<file path="src/hdl/imem_image.hex">
00100093
00200113
00300193
00400213
00500293
00600313
00000000
00800393
00900413
00a00493
00b00513
00c00593
00d00613
00e00693
00f00713
01000793

</file>
<file path="src/hdl/fetch_pkg.sv">
package fetch_pkg;

    // Byte address as seen by the program counter and the decode stage
    typedef logic [31:0] addr_t;

    // Raw instruction word
    typedef logic [31:0] instr_t;

    // Canonical NOP, addi x0 x0 0
    localparam instr_t NOP_WORD = 32'h0000_0013;

    // Interrupt entry point
    localparam addr_t IRQ_VECTOR = 32'h0000_0004;

    // Instruction memory size in 32-bit words
    localparam int IMEM_DEPTH = 16;

    // Word address width
    // Byte address bits [1:0] are dropped before the memory
    localparam int IMEM_AW = $clog2(IMEM_DEPTH);

    // Hex image loaded into the instruction memory at start of simulation
    localparam string IMEM_FILE = "/design/src/hdl/imem_image.hex";

    // Number of NOP cycles that follow the flush edge itself
    localparam logic [1:0] FLUSH_CYCLES = 2'd2;

endpackage

</file>
<file path="src/hdl/pc_ctrl.sv">
`timescale 1ns/1ns

module pc_ctrl import fetch_pkg::*; (
    input  logic  clk,
    input  logic  rst_n,
    input  logic  interrupt,
    input  logic  rti,
    input  logic  rsi,
    input  logic  branch,
    input  logic  pc_hold,
    input  addr_t branch_target,
    output addr_t fetch_pc,
    output addr_t fetch_pc_plus4
);

    // Current program counter
    addr_t pc_q;

    // Saved return address for interrupts
    addr_t ret_q;

    // Branch target or sequential successor
    addr_t seq_or_branch;

    // Next PC after priority selection
    addr_t pc_d;

    // Sequential successor of the current fetch
    assign fetch_pc       = pc_q;
    assign fetch_pc_plus4 = pc_q + 32'd4;

    // Lowest two priorities
    // Also the address an interrupt will later return to
    assign seq_or_branch = branch ? branch_target : fetch_pc_plus4;

    // Full priority chain
    // Interrupt first, then return from interrupt, then branch, then sequential
    always_comb begin
        if (interrupt) begin
            pc_d = IRQ_VECTOR;
        end else if (rti) begin
            pc_d = ret_q;
        end else begin
            pc_d = seq_or_branch;
        end
    end

    // Program counter register
    // Held during warm-up and stall, so strobes on a held edge are lost
    always_ff @(posedge clk) begin
        if (!rst_n) begin
            pc_q <= '0;
        end else if (!pc_hold) begin
            pc_q <= pc_d;
        end
    end

    // Return address register
    // rsi clears it on any edge, even a held one
    // Interrupt saves the address the interrupted stream would have taken
    always_ff @(posedge clk) begin
        if (!rst_n) begin
            ret_q <= '0;
        end else if (rsi) begin
            ret_q <= '0;
        end else if (!pc_hold && interrupt) begin
            ret_q <= seq_or_branch;
        end
    end

endmodule

</file>
<file path="config.mk">
export PLATFORM = sky130hd
export DESIGN_NAME = pc_ctrl
export DESIGN_NICKNAME = d
export VERILOG_FILES = /design/src/hdl/fetch_pkg.sv /design/src/hdl/pc_ctrl.sv
export SDC_FILE = /design/constraint.sdc
export NUM_CORES = 1
export LEC_CHECK = 0
export BUFFER_PORTS_ARGS = -buffer_cell sky130_fd_sc_hd__buf_2
export CORE_AREA = 2 2 100 102
export CTS_CLUSTER_DIAMETER = 30
export DETAILED_ROUTE_END_ITERATION = 12
export DIE_AREA = 0 0 102 104
export SYNTH_ARGS = -nofsm -noshare
export SYNTH_HDL_FRONTEND = slang
export SYNTH_SLANG_ARGS = --single-unit
</file>
<file path="constraint.sdc">
create_clock -name clk -period 2.25 [get_ports clk]
set_clock_uncertainty 0.1 [all_clocks]
set_input_delay 0.3375 -clock clk [delete_from_list [all_inputs] [get_ports clk]]
set_output_delay 0.3375 -clock clk [all_outputs]
set_load 0.01 [all_outputs]
</file>
==> flow_summary_export.csv <==
group,metric,value,unit
route,postRouteWirelength,13.6,mm
synth,mappedNetlistArea,0.00371,sq mm
clock_network,cts_tree,"yes",
setup_path,crit_path_start,"fetch_pc[2]$_SDFFE_PN0N_",
setup_path,slowest_delay,630,ps
timing,slew_headroom,0.397,
setup_path,reg2reg_depth,12,
timing,hold_viol_final,0,
route,num_vias,4307,
synth,async_flop_share,0,
synth,ys_types,54,
clock_network,cts_hold_buf,0,
global_route,grtUsageTotal,0.251,
timing,finalWorstSetupSlack,-315,ps
worst_hold_path,hp-class,"input pin to flip-flop",
route,dr.pass1.iters,5,
power,finalPower,2.50,mW
finish,drive_gt1_frac,0.386,
synth,synthTopCellsByArea,"dfxtp_1 (34%), o21ai_0 (8.9%), nand2_1 (7.4%), nor2_1 (3.4%), xnor2_1 (3.3%)",
die,io_pins,103,
die,start_util,0.389,
synth,avgSynthCellArea,7.66,sq um
clock_network,insertion_delay,350,ps
placement,portBuffers,102,
setup_path,critPathTopFamily,"simple AND/OR/NAND/NOR gates",
setup_path,crit_arrival,2130,ps
synth,synth_top_area_cell,"dfxtp_1",
finish,fin_nets,678,
die,fp.dieH,104,microns
setup_path,crit_buf_inv,1,
setup_path,regToRegStartpoint,"fetch_pc[3]$_SDFFE_PN0N_",
clock_network,htreeDepth,3,
route,drtIter0Drc,339,
timing,min_period,2560,ps
clock_network,cts-root-buf,"clkbuf_8",
route,vias_per_cell,5.55,
finish,area_delta_synth_final,44.4,%
setup_path,r2r_end,"ret_q[14]$_SDFFE_PP0P_",
timing,fin_crit_sh,1.14,
route,drc,0,
placement,gp_congestion,0.886,
synth,synth-main-ff-cell,"dfxtp_1",
route,wl_per_cell,17.5,microns
timing,finalSetupViolations,15,
power,irDropWorstVdd,0.284,mV
setup_path,crit_required,1810,ps
power,leakagePower,2.45,nW
timing,rsz0062_at_grt,"true",
clock_network,cts.clk_slew.worst_paths,70,ps
outcome,status,"complete, but fails checks",
outcome,violations,"setup timing",
timing,worst_slew_pin_slew,901,ps
setup_path,crit_path_end,"fetch_pc_plus4[29]",
setup_path,crit_path_max_fanout,6,
global_route,grt_pass1_wl,21.2,mm
finish,mostFrequentLayoutCells,"buf_2 (97), nand2_1 (71), buf_4 (69)",
die,row_count,36,
route,ant_nets,0,
global_route,grt_pass1_vias,4036,
die,die_x,102,microns
setup_path,crit_type,"flip-flop to output pin",
global_route,antenna_found_initial,0,
clock_network,clockBufferDepth,2,
setup_path,crit_cells,5,
synth,ys_seq_area_frac,0.345,
placement,place_hpwl,9.28,mm
synth,ys_seq_elements,64,
synth,synth_edf_count,0,
finish,antenna-diode-count,0,
power,p_per_area,465,mW/mm^2
timing,hold_ws,222,ps
clock_network,clock_sinks,64,
finish,layout.cells.most_common,"buf_2",
timing,fmax,0.390,GHz
clock_network,cts-buffers-inserted,9,
die,core_area,0.00955,sq mm
finish,fin_util,0.562,
setup_path,crit_path_end_kind,"output pin",
setup_path,cp-start-kind,"flip-flop",
synth,synth_top_area_frac,0.345,
synth,yosys_warnings,0,
setup_path,cp_cell_sequence,"nand4_1 -> or4_4 -> o31a_1 -> or2_1 -> buf_2",
timing,slew_viol_final,0,
synth,synthCells,485,
global_route,grt_max_degree,30,
flow_run,maxCapViolCount,0,
setup_path,cp_slowest_cell,"or4_4",
setup_path,r2r_setup_slack,70,ps
synth,syn-num-nets,525,
global_route,grt.overflow.total,0,
placement,dpl_worst_slack,-57.7,ps
die,dieArea,0.0106,sq mm
-- per-layer routing --
| layer | wire length (microns) | part of all wire | global-route usage |
|---|---|---|---|
| met1 | 6030 | 0.44 | 0.361 |
| met2 | 6540 | 0.48 | 0.387 |
| met3 | 950 | 0.070 | 0.0410 |
| met4 | 87 | 0.0064 | 0.0714 |
| met5 | 0 | 0 | 0 |
-- sequential cells by signal, indices dropped and copies added (netlist names) --
| signal | count |
|---|---|
| fetch_pc | 32 |
| ret_q | 32 |
-- where the power goes --
part / switching, mW / internal, mW / leakage (nW) / total (mW)
combinational: 0.236 / 0.162 / 1.84 / 0.397
sequential: 0.0211 / 1.16 / 0.525 / 1.18
clock: 0.461 / 0.458 / 0.0894 / 0.919
-- worst min path at each step --
stage                                      start  slack [ps]  cells after the start                endpoint
final                          branch_target[29]         220                      3  ret_q[29]$_SDFFE_PP0P_
after global routing            branch_target[7]         230                      3   ret_q[7]$_SDFFE_PP0P_
after CTS                      branch_target[29]         210                      3  ret_q[29]$_SDFFE_PP0P_
after detailed placement  ret_q[20]$_SDFFE_PP0P_         350                      2  ret_q[20]$_SDFFE_PP0P_
after global placement    ret_q[20]$_SDFFE_PP0P_         340                      2  ret_q[20]$_SDFFE_PP0P_
after floorplan           ret_q[11]$_SDFFE_PP0P_         320                      2  ret_q[11]$_SDFFE_PP0P_
-- worst reg2reg max path: stages, from the launching register on --
cell and delay (ps):
dfxtp_2 360, ha_2 220, nand3_4 100, buf_6 150, nor3_4 210, xor2_2 230
buf_4 150, buf_4 90, buf_4 90, buf_4 90, buf_4 90, nand2_1 50
a31oi_1 170
-- through the flow --
step | area [sq um] | TNS [ps] | std cells
floorplan | 3750 | -14.7 | 485
global placement | 4670 | -3.20 | 737
detailed placement | 4670 | -193 | 737
CTS | 5130 | -4150 | 767
global route | 5360 | -5560 | 776
finish | 5360 | -3690 | 776
-- cell families after synthesis --
| group | count (synthesis) | share of synthesized area |
|---|---|---|
| xor+xnor | 22 | 0.0519 |
| compound gates | 154 | 0.264 |
| mux | 12 | 0.0323 |
| fa+ha+maj | 1 | 0.00337 |
| flops | 64 | 0.345 |
| simple gates | 188 | 0.255 |
| buf+inv | 44 | 0.0488 |
-- repair_timing --
| action | CTS | global route |
|---|---|---|
| resized for setup | 30 | 27 |
| pin swaps | 16 | 16 |
| setup endpoints to repair | 21 | 24 |
| gates cloned | 1 | 0 |
| buffers inserted | 13 | 9 |
-- Yosys cell counts (3+ instances only) --
| cell type | count |
|---|---|
| a211oi_1 | 9 |
| a21oi_1 | 17 |
| a22oi_1 | 4 |
| a311oi_1 | 3 |
| a31oi_1 | 10 |
| a32oi_1 | 11 |
| and2_1 | 4 |
| and3_1 | 3 |
| and4_1 | 7 |
| clkbuf_1 | 28 |
| dfxtp_1 | 64 |
| inv_1 | 9 |
| mux2i_1 | 12 |
| nand2_1 | 73 |
| nand2b_1 | 9 |
| nand3_1 | 17 |
| nand4_1 | 6 |
| nor2_1 | 34 |
| nor2b_1 | 7 |
| nor3_1 | 11 |
| nor3b_1 | 4 |
| o21a_1 | 4 |
| o21ai_0 | 66 |
| o21ai_1 | 3 |
| o2bb2ai_1 | 3 |
| o311a_1 | 4 |
| o311ai_0 | 3 |
| o31a_1 | 3 |
| or2_2 | 3 |
| xnor2_1 | 14 |
| xor2_1 | 8 |
-- layout make-up --
class	count	area [sq um]
inverters	10	37.5
multi-input cells	378	2560
well taps	133	166
clock inverters	3	17.5
fillers	909	4190
flip-flops and latches	64	1300
clock buffers	13	159
repair buffers	175	1120
(Power assumes the default switching activity.)
